<file path="src/csr_pkg.sv">
package csr_pkg;

   // width of every machine-mode register handled by the block.
   localparam int CSR_W = 32;

   typedef logic [CSR_W-1:0] csr_word_t;

   // index of the bit currently on the serial path, 0 to 31.
   typedef logic [4:0] bit_cnt_t;

   // registers that an access command can address.
   typedef enum logic [2:0] {
      SEL_MSTATUS, SEL_MIE, SEL_MCAUSE, SEL_MSCRATCH, SEL_MTVEC, SEL_MEPC, SEL_MTVAL
   } csr_sel_t;

   // read keeps the value, write replaces it, set ORs and clear masks with the operand.
   typedef enum logic [1:0] {OP_READ, OP_WRITE, OP_SET, OP_CLR} csr_op_t;

   typedef enum logic [1:0] {CMD_ACCESS, CMD_TRAP, CMD_MRET} cmd_kind_t;

   // the mcause code stored for each cause is fixed by the serial recurrence in csr_state.
   typedef enum logic [2:0] {
      CAUSE_TIMER_IRQ,
      CAUSE_EBREAK,
      CAUSE_ECALL,
      CAUSE_LOAD_MISALIGN,
      CAUSE_STORE_MISALIGN,
      CAUSE_JUMP_MISALIGN
   } trap_cause_t;

   typedef enum logic [1:0] {S_IDLE, S_RUN, S_DONE} seq_state_t;

endpackage

</file>
<file path="src/csr_ser_if.sv">
`timescale 1ns/1ps

// per-bit strobes that the sequencer hands to the register blocks.
interface csr_ser_if;
   import csr_pkg::*;

   // en is high while a bit of an access command is on the serial path.
   logic     en;
   logic     cnt0to3;
   logic     cnt3;
   logic     cnt7;
   logic     cnt_done;
   // trap and mret stay high for the whole 32-cycle run of those commands.
   logic     trap;
   logic     mret;
   // cause flags are only high during a trap run.
   logic     pending_irq;
   logic     e_op;
   logic     ebreak;
   logic     mem_op;
   logic     mem_cmd;
   csr_sel_t sel;

   modport seq (output en, cnt0to3, cnt3, cnt7, cnt_done, trap, mret,
                output pending_irq, e_op, ebreak, mem_op, mem_cmd, sel);
   modport blk (input en, cnt0to3, cnt3, cnt7, cnt_done, trap, mret,
                input pending_irq, e_op, ebreak, mem_op, mem_cmd, sel);
endinterface

</file>
<file path="src/csr_scratch_regs.sv">
`timescale 1ns/1ps

module csr_scratch_regs (
   input  logic   i_clk,
   input  logic   i_reset,
   input  logic   i_csr_in,
   csr_ser_if.blk ser,
   output logic   o_rf_out
);
   import csr_pkg::*;

   // mscratch, mtvec, mepc and mtval in selector order.
   csr_word_t  regs [4];
   logic       hit;
   logic [1:0] idx;

   // only the four full-width registers live here.
   assign hit = ser.en & ((ser.sel == SEL_MSCRATCH) |
                          (ser.sel == SEL_MTVEC) |
                          (ser.sel == SEL_MEPC) |
                          (ser.sel == SEL_MTVAL));

   // the selectors are consecutive, so the offset from mscratch picks the entry.
   assign idx = 2'(ser.sel - SEL_MSCRATCH);

   // each access cycle rotates the addressed register right by one.
   // bit 0 leaves as the old value and the new bit enters at the top.
   // after 32 cycles the register holds the updated word in place.
   always_ff @(posedge i_clk) begin
      if (i_reset) begin
         for (int i = 0; i < 4; i++) begin
            regs[i] <= '0;
         end
      end else if (hit) begin
         regs[idx] <= {i_csr_in, regs[idx][CSR_W-1:1]};
      end
   end

   // the read bit is forced low when another register is addressed.
   assign o_rf_out = hit & regs[idx][0];
endmodule

</file>
<file path="src/csr_sequencer.sv">
`timescale 1ns/1ps

module csr_sequencer (
   input  logic                 i_clk,
   input  logic                 i_reset,
   input  logic                 i_valid,
   input  csr_pkg::cmd_kind_t   i_cmd,
   input  csr_pkg::csr_sel_t    i_sel,
   input  csr_pkg::csr_op_t     i_op,
   input  csr_pkg::trap_cause_t i_cause,
   input  csr_pkg::csr_word_t   i_wdata,
   input  logic                 i_q,
   output logic                 o_ready,
   output logic                 o_done,
   output csr_pkg::csr_word_t   o_rdata,
   output logic                 o_d,
   output csr_pkg::csr_op_t     o_op,
   csr_ser_if.seq               ser
);
   import csr_pkg::*;

   seq_state_t  state;
   bit_cnt_t    cnt;
   cmd_kind_t   cmd_r;
   csr_sel_t    sel_r;
   csr_op_t     op_r;
   trap_cause_t cause_r;
   csr_word_t   wdata_sr;
   csr_word_t   res_sr;
   csr_word_t   rdata_r;
   logic        accept;
   logic        run;
   logic        last_bit;
   logic        is_trap;

   // a command is only taken while the machine sits in idle.
   assign o_ready  = (state == S_IDLE);
   assign accept   = i_valid & o_ready;
   assign run      = (state == S_RUN);
   assign last_bit = run & (&cnt);
   assign o_done   = (state == S_DONE);

   // idle, then 32 bit cycles in run, then a single done cycle.
   always_ff @(posedge i_clk) begin
      if (i_reset) begin
         state <= S_IDLE;
         cnt   <= '0;
         cmd_r <= CMD_ACCESS;
      end else begin
         case (state)
            S_IDLE: begin
               cnt <= '0;
               if (accept) begin
                  state <= S_RUN;
                  cmd_r <= i_cmd;
               end
            end
            S_RUN: begin
               cnt <= cnt + 5'd1;
               // bit 31 is the last one, so the next cycle presents the result.
               if (last_bit) begin
                  state <= S_DONE;
               end
            end
            default: begin
               state <= S_IDLE;
            end
         endcase
      end
   end

   // the operand leaves lsb first and the old value comes back lsb first.
   always_ff @(posedge i_clk) begin
      if (accept) begin
         sel_r    <= i_sel;
         op_r     <= i_op;
         cause_r  <= i_cause;
         wdata_sr <= i_wdata;
      end else if (run) begin
         wdata_sr <= {1'b0, wdata_sr[CSR_W-1:1]};
         res_sr   <= {i_q, res_sr[CSR_W-1:1]};
      end
      // the word is copied out once, so it holds until the next command ends.
      if (last_bit) begin
         rdata_r <= {i_q, res_sr[CSR_W-1:1]};
      end
   end

   assign o_rdata = rdata_r;
   assign o_d     = wdata_sr[0];
   assign o_op    = op_r;

   // strobes for the register blocks, all qualified by the run state.
   assign is_trap      = run & (cmd_r == CMD_TRAP);
   assign ser.en       = run & (cmd_r == CMD_ACCESS);
   assign ser.cnt0to3  = run & (cnt[4:2] == 3'd0);
   assign ser.cnt3     = run & (cnt == 5'd3);
   assign ser.cnt7     = run & (cnt == 5'd7);
   assign ser.cnt_done = last_bit;
   assign ser.trap     = is_trap;
   assign ser.mret     = run & (cmd_r == CMD_MRET);
   assign ser.sel      = sel_r;

   // the cause is decoded into the flags that drive the mcause truth table.
   assign ser.pending_irq = is_trap & (cause_r == CAUSE_TIMER_IRQ);
   assign ser.ebreak      = is_trap & (cause_r == CAUSE_EBREAK);
   assign ser.e_op        = is_trap & ((cause_r == CAUSE_EBREAK) | (cause_r == CAUSE_ECALL));
   assign ser.mem_cmd     = is_trap & (cause_r == CAUSE_STORE_MISALIGN);
   assign ser.mem_op      = is_trap & ((cause_r == CAUSE_LOAD_MISALIGN) |
                                       (cause_r == CAUSE_STORE_MISALIGN));
endmodule

</file>
<file path="src/csr_state.sv">
`timescale 1ns/1ps

module csr_state (
   input  logic             i_clk,
   input  logic             i_reset,
   input  logic             i_mtip,
   input  logic             i_d,
   input  logic             i_rf_out,
   input  csr_pkg::csr_op_t i_op,
   csr_ser_if.blk           ser,
   output logic             o_q,
   output logic             o_csr_in,
   output logic             o_new_irq
);
   import csr_pkg::*;

   logic       mstatus_mie;
   logic       mstatus_mpie;
   logic       mie_mtie;
   logic       mcause31;
   logic [3:0] mcause3_0;
   logic       mstatus_en;
   logic       mie_en;
   logic       mcause_en;
   logic       mcause_bit;
   logic       q;
   logic       csr_in;
   logic       timer_irq;
   logic       timer_irq_r;
   logic       new_irq_r;

   // per-register enables, only valid while an access bit is in flight.
   assign mstatus_en = ser.en & (ser.sel == SEL_MSTATUS);
   assign mie_en     = ser.en & (ser.sel == SEL_MIE);
   assign mcause_en  = ser.en & (ser.sel == SEL_MCAUSE);

   // the low code nibble shifts out during bits 0..3, the interrupt flag at bit 31.
   assign mcause_bit = ser.cnt0to3 ? mcause3_0[0] : (ser.cnt_done & mcause31);

   // old value of the addressed register, one bit per cycle.
   // every bit that is not implemented here reads as zero, and rf_out fills the rest.
   assign q = (mstatus_en & ser.cnt3 & mstatus_mie) |
              (mie_en & ser.cnt7 & mie_mtie) |
              (mcause_en & mcause_bit) |
              i_rf_out;

   always_comb begin
      case (i_op)
         OP_WRITE: csr_in = i_d;
         OP_SET:   csr_in = q | i_d;
         OP_CLR:   csr_in = q & ~i_d;
         default:  csr_in = q;
      endcase
   end

   assign o_q      = q;
   assign o_csr_in = csr_in;

   assign timer_irq = i_mtip & mstatus_mie & mie_mtie;
   assign o_new_irq = new_irq_r;

   always_ff @(posedge i_clk) begin
      if (i_reset) begin
         mstatus_mie  <= 1'b0;
         mstatus_mpie <= 1'b0;
         mie_mtie     <= 1'b0;
         mcause31     <= 1'b0;
         mcause3_0    <= 4'd0;
         timer_irq_r  <= 1'b0;
         new_irq_r    <= 1'b0;
      end else begin
         // the pulse follows the first cycle in which all three conditions hold.
         timer_irq_r <= timer_irq;
         new_irq_r   <= timer_irq & ~timer_irq_r;

         if (mie_en & ser.cnt7) begin
            mie_mtie <= csr_in;
         end

         // trap clears mie, mret restores it and an mstatus access writes bit 3.
         // only one of the three can be active at a time.
         if ((ser.trap & ser.cnt_done) | (mstatus_en & ser.cnt3) | ser.mret) begin
            mstatus_mie <= ~ser.trap & (ser.mret ? mstatus_mpie : csr_in);
         end
         // mpie keeps the previous mie across a trap and has no software access.
         if (ser.trap & ser.cnt_done) begin
            mstatus_mpie <= mstatus_mie;
         end

         // an access shifts the code nibble, a trap loads it in one step.
         // the trap terms give 7 for the timer, 3 and 11 for ebreak and ecall,
         // 4 and 6 for load and store misalignment and 0 for a jump.
         if ((mcause_en & ser.cnt0to3) | (ser.trap & ser.cnt_done)) begin
            mcause3_0[3] <= (ser.e_op & ~ser.ebreak) | (~ser.trap & csr_in);
            mcause3_0[2] <= ser.pending_irq | ser.mem_op | (~ser.trap & mcause3_0[3]);
            mcause3_0[1] <= ser.pending_irq | ser.e_op | (ser.mem_op & ser.mem_cmd) |
                            (~ser.trap & mcause3_0[2]);
            mcause3_0[0] <= ser.pending_irq | ser.e_op | (~ser.trap & mcause3_0[1]);
         end
         if ((mcause_en & ser.cnt_done) | ser.trap) begin
            mcause31 <= ser.trap ? ser.pending_irq : csr_in;
         end
      end
   end
endmodule

</file>
<file path="src/csr_top.sv">
`timescale 1ns/1ps

module csr_top (
   input  logic                 i_clk,
   input  logic                 i_reset,
   input  logic                 i_valid,
   input  csr_pkg::cmd_kind_t   i_cmd,
   input  csr_pkg::csr_sel_t    i_sel,
   input  csr_pkg::csr_op_t     i_op,
   input  csr_pkg::trap_cause_t i_cause,
   input  csr_pkg::csr_word_t   i_wdata,
   input  logic                 i_mtip,
   output logic                 o_ready,
   output logic                 o_done,
   output csr_pkg::csr_word_t   o_rdata,
   output logic                 o_new_irq
);
   import csr_pkg::*;

   csr_ser_if ser ();

   // serial data path between the three blocks.
   logic    d;
   logic    q;
   logic    rf_out;
   logic    csr_in;
   csr_op_t op;

   csr_sequencer u_seq (
      .i_clk   (i_clk),
      .i_reset (i_reset),
      .i_valid (i_valid),
      .i_cmd   (i_cmd),
      .i_sel   (i_sel),
      .i_op    (i_op),
      .i_cause (i_cause),
      .i_wdata (i_wdata),
      .i_q     (q),
      .o_ready (o_ready),
      .o_done  (o_done),
      .o_rdata (o_rdata),
      .o_d     (d),
      .o_op    (op),
      .ser     (ser.seq)
   );

   // the state block merges the scratch read bit into q and forms csr_in.
   csr_state u_state (
      .i_clk     (i_clk),
      .i_reset   (i_reset),
      .i_mtip    (i_mtip),
      .i_d       (d),
      .i_rf_out  (rf_out),
      .i_op      (op),
      .ser       (ser.blk),
      .o_q       (q),
      .o_csr_in  (csr_in),
      .o_new_irq (o_new_irq)
   );

   csr_scratch_regs u_regs (
      .i_clk    (i_clk),
      .i_reset  (i_reset),
      .i_csr_in (csr_in),
      .ser      (ser.blk),
      .o_rf_out (rf_out)
   );
endmodule

</file>
<file path="config.mk">
export PLATFORM = sky130hd
export DESIGN_NAME = csr_top
export DESIGN_NICKNAME = d
export VERILOG_FILES = /design/src/csr_pkg.sv /design/src/csr_ser_if.sv /design/src/csr_scratch_regs.sv /design/src/csr_sequencer.sv /design/src/csr_state.sv /design/src/csr_top.sv
export SDC_FILE = /design/constraint.sdc
export NUM_CORES = 1
export LEC_CHECK = 0
export BUFFER_PORTS_ARGS = -buffer_cell sky130_fd_sc_hd__buf_2
export CAP_MARGIN = 10
export CELL_PAD_IN_SITES_DETAIL_PLACEMENT = 1
export CELL_PAD_IN_SITES_GLOBAL_PLACEMENT = 1
export CORE_UTILIZATION = 50
export DETAILED_ROUTE_END_ITERATION = 10
export GPL_TIMING_DRIVEN = 0
export PLACE_DENSITY = 0.83
export SYNTH_ARGS = -nofsm -noshare
export SYNTH_HDL_FRONTEND = slang
export SYNTH_SLANG_ARGS = --single-unit
</file>
<file path="constraint.sdc">
create_clock -name i_clk -period 7.7 [get_ports i_clk]
set_input_delay 1.54 -clock i_clk [delete_from_list [all_inputs] [get_ports i_clk]]
set_output_delay 1.54 -clock i_clk [all_outputs]
set_load 0.01 [all_outputs]
</file>
==> results.yml, run 1 <==
run_status:
  status: "completed"
cells_and_area:
  fin_area_sq_um: 12100
  final_cells: 1076
  antenna_cells: 0
  utilization_pct: 59.3
  fill_cells: 1962
  nets: 838
  layout_commonest_cell: "edfxtp_1"
  final_layout_size_suffix_gt1_share_pct: 26.8
  area_growth_pct: 15.2
  final_cell_mix: "231 x edfxtp_1, 84 x buf_2, 67 x a211oi_1"
global_routing:
  antenna_found_initial: 0
  grt_max_degree: 41
  gr-total-overflow: 0
  track_usage_pct: 23.1
  grt_pass1_wl_um: 38500
  grt_pass1_vias: 6849
cts:
  cts_buffer_depth: 3
  cts_tree: "done"
  cts_made_buffers: 26
  cts_setup_buffers: 0
  clkTransAtPathRegs_ns: 0.06
  cts_root_buf: "clkbuf_16"
  hold_buffers: 0
  clock-sinks: 250
  h-tree-depth: 1
  cts_resized: 0
  clock_latency_ns: 0.55
worst_hold_path:
  hp-start: "u_state.timer_irq_r"
  hp-class: "flip-flop to flip-flop"
  holdPathEnd: "u_state.o_new_irq"
  min_path_cells: 1
route:
  first_iter_violations: 425
  viasPerCell: 5.78
  drtPass1Iterations: 5
  drc: 0
  post_drt_wl_per_cell_um: 22.4
  wl_um: 24100
  num_vias: 6219
  ant_nets: 0
floorplan:
  die-area_sq_um: 21600
  core_sq_um: 20400
  row_count: 52
  initial_core_util_pct: 51.5
  die_h_um: 147
  io_pins: 81
  fp.dieW_um: 147
logic_synthesis:
  mappedNetlistNets: 726
  synthFlopType: "edfxtp_1"
  synth_top_family_by_area: "simple AND/OR/NAND/NOR gates"
  post-synth-top-area-cell: "edfxtp_1"
  ys_async_sr_fraction_pct: 0
  synthMuxAreaShare_pct: 6.88
  synth_compound_area_share_pct: 6.85
  synthAdderAreaFrac_pct: 0.714
  synth-seq-cells: 250
  yosys-top-cells-area: "edfxtp_1 66%, a211oi_1 4.8%, and2_1 3.7%"
  syn_area_sq_um: 10500
  yosysSeqAreaShare_pct: 69.6
  synth_cell_type_count: 53
  syn_area_per_cell_sq_um: 15.6
  synthCells: 674
  synth_edf_count: 231
  synth_warnings: 0
  synthXorXnorAreaFrac_pct: 0
  yosys.area.top_type_share_pct: 66.0
  synthSimpleGateAreaFrac_pct: 13.2
run:
  cap_violations: 0
setup_path:
  path_max_fanout: 32
  r2r_start: "u_seq.ser.sel[0]"
  arrival_ns: 3.93
  required_ns: 7.85
  worstRegToRegCells: 8
  r2r_slack_ns: 3.92
  critPathLaunchType: "flip-flop"
  endpoint_kind: "flip-flop"
  critical_path_class: "flip-flop to flip-flop"
  worstReg2RegEnd: "u_regs.regs[1][15]"
sta:
  relSlewSlack_pct: 39.7
  period_share_pct: 49.1
  fin_ws_ns: 3.92
  setup_viol: 0
  tns_ns: 0
  rsz0062_at_grt: "false"
  slew_violations: 0
  fin_crit_ns: 3.78
  max_freq_mhz: 265
  skew_ns: 0.0187
  tightestPinTransition_ns: 0.904
  hold_violations: 0
placed_design:
  place_ws_ns: 3.28
  port_buffers: 80
  place_hpwl_um: 15300
  globalplace.congestion: 0.820
  placed_cells_incl_taps: 1028
  dpl_cell_area_sq_um: 11300
power_and_ir_drop:
  peakVddDrop_v: 0.000324
  p_leak_nw: 4.33
  power.density_nw_per_um2: 251
[synthesized netlist by cell type (3+ instances only)]
library cell    n
edfxtp_1      231
a211oi_1       67
and2_1         63
nor2b_1        39
mux2i_1        34
mux2_2         32
nor4_2         27
nor2_1         26
clkbuf_1       25
dfxtp_1        19
a21oi_1         8
buf_6           8
clkbuf_2        7
inv_1           7
and3_1          6
ha_1            6
nand2_1         6
o21ai_0         5
a22oi_1         4
buf_1           4
buf_2           4
nor3_1          4
nor4_1          4
and2_2          3
nand3_1         3
or2_2           3
[per-stage QoR]
stage | power [mW] | hold slack [ns]
2_1_floorplan | 1.76 | 0.367
3_3_place_gp | 1.82 | 0.375
3_5_place_dp | 1.84 | 0.380
4_1_cts | 3.06 | 0.397
5_1_grt | 3.13 | 0.405
6_report | 3.04 | 0.391
[sequential cells by signal, summed over array words and instances, names as in the netlist, 2 cells and up]
name,cells
u_seq.res_sr,31
u_seq.ser.sel,3
u_seq.cause_r,3
u_seq.o_rdata,32
u_regs.regs,128
u_seq.wdata_sr,32
u_state.mcause3_0,4
u_seq.cnt,5
u_seq.cmd_r,2
u_seq.state,2
u_seq.o_op,2
[layer usage]
metal	part of all wire, %	global-route usage (%)
met3	4.4	3.88
met2	53	41.3
met5	0	0
met1	40	28.4
met4	2.1	7.42
[how the worst max path moves through the flow]
stage	start	to	slack (ns)	cells after the start
after detailed placement	i_valid	u_seq.wdata_sr[9]	3.28	5
final	u_seq.ser.sel[0]	u_regs.regs[1][15]	3.92	8
after global placement	u_seq.ser.sel[0]	u_regs.regs[3][15]	0.74	6
after global routing	u_seq.ser.sel[0]	u_regs.regs[1][9]	3.82	8
after CTS	i_valid	u_seq.wdata_sr[10]	3.87	5
after floorplan	u_seq.ser.sel[0]	u_regs.regs[3][0]	2.54	6
[critical path, cell delays in order, from the launching register on]
cell      delay, ns
edfxtp_1       0.40
buf_2          0.24
inv_1          0.19
ha_1           0.37
buf_2          0.27
clkbuf_1       0.53
clkbuf_1       0.52
nor3_1         0.18
or2_2          0.66
[cell type report]
class | instances | area, sq um | area share [%]
inverters | 8 | 35.0 | 0.289
clock inverters | 12 | 111 | 0.919
well taps | 270 | 338 | 2.79
flip-flops and latches | 250 | 7320 | 60.4
multi-input cells | 368 | 2920 | 24.1
clock buffers | 36 | 708 | 5.85
repair buffers | 84 | 430 | 3.55
plain buffers | 48 | 254 | 2.10
[power breakdown]
group | switching [mW] | internal, mW | total, mW
Combinational | 0.147 | 0.0771 | 0.224
Sequential | 0.0309 | 1.56 | 1.59
Clock | 0.517 | 0.707 | 1.22
[cell families (layout without fill, tap and decap cells)]
kind of cell,count (synthesis),count (layout)
flip-flops,250,250
buffers and inverters,56,188
adder cells (fa/ha/maj),6,6
AO/OA/AOI/OAI,96,96
AND/OR/NAND/NOR,199,199
multiplexers,67,67
No activity file was read; power rests on OpenSTA's default activity.
==> inputs of run 2 (changes only) <==
--- a/config.mk
+++ b/config.mk
@@ -9,10 +9,10 @@
 export CAP_MARGIN = 10
 export CELL_PAD_IN_SITES_DETAIL_PLACEMENT = 1
 export CELL_PAD_IN_SITES_GLOBAL_PLACEMENT = 1
-export CORE_UTILIZATION = 50
+export CORE_UTILIZATION = 46
 export DETAILED_ROUTE_END_ITERATION = 10
 export GPL_TIMING_DRIVEN = 0
-export PLACE_DENSITY = 0.83
+export PLACE_DENSITY = 0.81
 export SYNTH_ARGS = -nofsm -noshare
 export SYNTH_HDL_FRONTEND = slang
 export SYNTH_SLANG_ARGS = --single-unit
==> constraint.sdc (replaced) <==
create_clock -name i_clk -period 3.1 [get_ports i_clk]
set_input_delay 0.62 -clock i_clk [delete_from_list [all_inputs] [get_ports i_clk]]
set_output_delay 0.62 -clock i_clk [all_outputs]
set_load 0.01 [all_outputs]
==> results.yml, run 2 (synthesis gave the netlist of run 1 again) <==
run_status:
  status: "completed"
cells_and_area:
  final_cell_mix: "231 x edfxtp_1, 83 x buf_2, 67 x a211oi_1"
  area_growth_pct: 16.5
  regMostFlops: "u_regs.regs"
  final_layout_size_suffix_gt1_share_pct: 28.9
  layout_commonest_cell: "edfxtp_1"
  largest_reg_flops: 128
  final_cells: 1089
  antenna_cells: 0
  nets: 841
setup_path:
  crit_start: "u_seq.ser.sel[0]"
  r2r_start: "u_seq.ser.sel[0]"
  worstReg2RegEnd: "u_regs.regs[1][27]"
  critical_path_class: "flip-flop to flip-flop"
  required_ns: 3.32
  arrival_ns: 3.19
  endpoint_kind: "flip-flop"
  r2r_slack_ns: 0.13
  path_max_fanout: 10
  max_stage_delay_ns: 0.47
  cp_slowest_cell: "edfxtp_1"
  path_cells: "buf_4 > inv_1 > ha_1 > buf_2 > clkbuf_1 > clkbuf_2 > nor3_4 > or2_4"
  worstRegToRegCells: 8
  critPathLaunchType: "flip-flop"
sta:
  rsz0062_at_grt: "false"
  max_freq_mhz: 336
  period_share_pct: 95.9
  fin_crit_ns: 2.97
  skew_ns: 0.00759
  tightestPinTransition_ns: 0.954
  relSlewSlack_pct: 36.4
  setup_viol: 0
  slew_violations: 0
  hold_violations: 0
  tns_ns: 0
worst_hold_path:
  hp-class: "primary input to flip-flop"
  hp-start: "i_cause[1]"
  min_path_cells: 1
  holdPathEnd: "u_seq.cause_r[1]"
route:
  first_iter_violations: 314
  ant_nets: 0
  num_vias: 6150
  post_drt_wl_per_cell_um: 21.3
  viasPerCell: 5.65
  drtPass1Iterations: 4
  drc: 0
  wl_um: 23200
power_and_ir_drop:
  power.density_nw_per_um2: 625
  p_leak_nw: 4.40
  peakVddDrop_v: 0.000379
cts:
  cts_tree: "done"
  hold_buffers: 0
  clock_latency_ns: 0.53
  h-tree-depth: 1
  clock-sinks: 250
  cts_buffer_depth: 3
  cts_root_buf: "clkbuf_16"
  clkTransAtPathRegs_ns: 0.06
  cts_made_buffers: 26
floorplan:
  fp.dieW_um: 153
  initial_core_util_pct: 47.6
  row_count: 54
  io_pins: 81
  core_sq_um: 22100
  die-area_sq_um: 23500
  die_h_um: 153
placed_design:
  place_hpwl_um: 14600
  port_buffers: 80
  placed_cells_incl_taps: 1036
  globalplace.congestion: 0.787
global_routing:
  gr-total-overflow: 0
  grt_pass1_wl_um: 36600
  track_usage_pct: 19.9
  antenna_found_initial: 0
  grt_max_degree: 41
  grt_pass1_vias: 6775
run:
  cap_violations: 0
[run 2: cell types whose count changed in the layout (fill, tap and decap cells not counted), sizes merged]
cell	change
buf	-3
or2	+5
clkbuf	+7
clkinv	-6
[run 2: layout make-up]
type / instances / area [sq um]
plain buffers: 48 / 265
clock buffers: 42 / 782
clock inverters: 6 / 80.1
fillers: 2072 / 9840
inverters: 8 / 35.0
multi-input cells: 373 / 3000
flip-flops and latches: 250 / 7320
well taps: 280 / 350
repair buffers: 82 / 423
[run 2: report_power, final]
part / internal, mW / switching, mW
Sequential: 3.88 / 0.0743
Clock: 1.88 / 1.25
Combinational: 0.200 / 0.369
[run 2: layer usage]
metal	vias up	track usage, %	share of wire (%)
li1	2829	-	-
met1	3120	24.3	42
met2	150	35.9	51
met3	51	3.32	4.1
met4	0	6.06	2.5
met5	-	0	0
[run 2: how the worst max path moves through the flow]
stage,to,slack (ns),cells past startpoint
6_report,u_regs.regs[1][27],0.13,8
5_1_grt,u_regs.regs[2][31],0.04,9
4_1_cts,u_regs.regs[0][18],-0.0006,8
3_5_place_dp,u_seq.wdata_sr[10],-0.42,5
3_3_place_gp,u_regs.regs[3][15],-0.58,6
2_1_floorplan,u_regs.regs[1][0],0.1,9
[run 2: critical path, delay by kind of cell, from the launching register on]
family	cells	cell delay, ns
buf+inv	5	1.21
simple gates	2	0.68
flops	1	0.47
fa+ha+maj	1	0.29
[run 2: through the flow]
stage	hold slack [ns]	util, %	setup slack [ns]	power [mW]	cell area, sq um
floorplan	0.367	-	0.0956	4.38	10500
global placement	0.376	51.1	-0.579	4.53	11300
detailed placement	0.377	51.2	-0.425	4.57	11300
CTS	0.254	55.2	-0.000554	7.70	12200
global route	0.254	55.5	0.0408	7.88	12300
finish	0.269	55.5	0.127	7.66	12300
[run 2: repair_timing]
action                                 CTS  global route
buffers inserted                         0             0
endpoints found under the hold margin    0             0
cloned                                   2             3
gates resized for setup                 10            18
setup endpoints to repair              134           160
==> inputs of run 3 (changes only) <==
==> constraint.sdc (replaced) <==
create_clock -name i_clk -period 3.1 [get_ports i_clk]
set_input_delay 0.31 -clock i_clk [delete_from_list [all_inputs] [get_ports i_clk]]
set_output_delay 0.31 -clock i_clk [all_outputs]
set_load 0.01 [all_outputs]
==> results.yml, run 3 (synthesis gave the netlist of run 1 again) <==
sta:
  setup_viol: 0
  hold_violations: 0
  skew_ns: 0.00902
  period_share_pct: 96.7
  fin_crit_ns: 3.00
  rsz0062_at_grt: "false"
  tightestPinTransition_ns: 0.935
  max_freq_mhz: 334
  relSlewSlack_pct: 37.7
  slew_violations: 0
  hold-worst-slack_ns: 0.0290
worst_hold_path:
  hp-class: "primary input to flip-flop"
global_routing:
  grt_pass1_wl_um: 36900
  track_usage_pct: 20.1
  grt_pass1_vias: 6794
  gr-total-overflow: 0
  grt_max_degree: 41
  antenna_found_initial: 0
setup_path:
  path_max_fanout: 16
  critical_path_class: "flip-flop to flip-flop"
  endpoint_kind: "flip-flop"
  critPathLaunchType: "flip-flop"
  path_cells: "buf_4 > inv_1 > ha_1 > or4b_2 > o21ai_2 > or3_4 > nor3_4 > or2_2"
  max_stage_delay_ns: 0.71
  arrival_ns: 3.21
  cp_slowest_cell: "or4b_2"
  required_ns: 3.31
cts:
  cts_buffer_depth: 3
  clock_latency_ns: 0.53
  cts_setup_buffers: 0
  cts_tree: "done"
  clock-sinks: 250
  cts_made_buffers: 26
  h-tree-depth: 1
  clkTransAtPathRegs_ns: 0.06
  cts_root_buf: "clkbuf_16"
cells_and_area:
  area_growth_pct: 17.3
  regMostFlops: "u_regs.regs"
  final_cell_mix: "231 x edfxtp_1, 83 x buf_2, 67 x a211oi_1"
  layout_commonest_cell: "edfxtp_1"
  fin_area_sq_um: 12300
  antenna_cells: 0
  final_layout_size_suffix_gt1_share_pct: 28.6
  utilization_pct: 55.8
  largest_reg_flops: 128
  final_cells: 1097
  nets: 849
power_and_ir_drop:
  power.density_nw_per_um2: 622
  peakVddDrop_v: 0.000382
  p_leak_nw: 4.44
floorplan:
  row_count: 54
  initial_core_util_pct: 47.6
  die_h_um: 153
  fp.dieW_um: 153
  core_sq_um: 22100
  die-area_sq_um: 23500
  io_pins: 81
route:
  ant_nets: 0
  first_iter_violations: 287
  wl_um: 23400
  post_drt_wl_per_cell_um: 21.3
  drtPass1Iterations: 4
  num_vias: 6149
  viasPerCell: 5.61
  drc: 0
placed_design:
  dpl_cell_area_sq_um: 11300
  globalplace.congestion: 0.787
  place_hpwl_um: 14600
  placed_cells_incl_taps: 1036
  port_buffers: 80
run:
  cap_violations: 0
run_status:
  status: "completed"
## run 3: cell count changes in the layout (fill, tap and decap cells not counted)
cell,delta
dlygate4sd3_1,+8
or2_2,+1
or2_4,-1
## run 3: worst paths after layout
kind / start / end / slack (ns) / cells past startpoint
worst max-delay path: u_seq.ser.sel[0] / u_regs.regs[2][26] / 0.10 / 8
worst min-delay path: i_cmd[0] / u_seq.cmd_r[0] / 0.03 / 3
worst max register to register: u_seq.ser.sel[0] / u_regs.regs[2][26] / 0.10 / 8
worst min register to register: u_state.timer_irq_r / u_state.o_new_irq / 0.38 / 1
## run 3: where the power goes
part / switching, mW / internal [mW]
logic: 0.370 / 0.207
clock network: 1.25 / 1.88
registers: 0.0742 / 3.88
## run 3: what timing repair did
| action | in CTS | in global routing |
|---|---|---|
| endpoints found under the setup margin | 134 | 160 |
| hold buffers | 8 | 0 |
| hold endpoints to repair | 8 | 0 |
| pin swaps | 0 | 0 |
| gates cloned | 2 | 3 |
| gates resized for setup | 10 | 17 |
## run 3: stage by stage
step	setup WS [ns]	TNS, ns	total power, mW
6_report	0.103	0	7.67
5_1_grt	0.000637	0	7.89
4_1_cts	-0.000554	-0.00138	7.71
3_5_place_dp	-0.377	-38.54	4.57
3_3_place_gp	-0.579	-44.85	4.53
2_1_floorplan	0.0956	0	4.38
## run 3: layer usage
layer,part of all wire (%),vias to the layer above,wire length [um],GRT usage (%)
li1,-,2844,-,-
met1,42,3126,9850,24.7
met2,52,136,12100,36.2
met3,3.9,43,901,3.23
met4,2.1,0,499,5.96
met5,0,-,0,0
## run 3: final cells by class
class	instances	area (sq um)
multi-input cells	373	3000
repair buffers	90	503
well taps	280	350
clock buffers	42	782
fillers	2068	9760
flip-flops and latches	250	7320
clock inverters	6	80.1
plain buffers	48	265
inverters	8	35.0
## run 3: worst max-delay path: cells and delay by family (launching register included)
kind                       cells  cell delay (ns)
AOI/OAI and AO/OA              1             0.12
adders and majority gates      1             0.29
buffers and inverters          2             0.34
DFF                            1             0.43
and+or+nand+nor                4             1.48
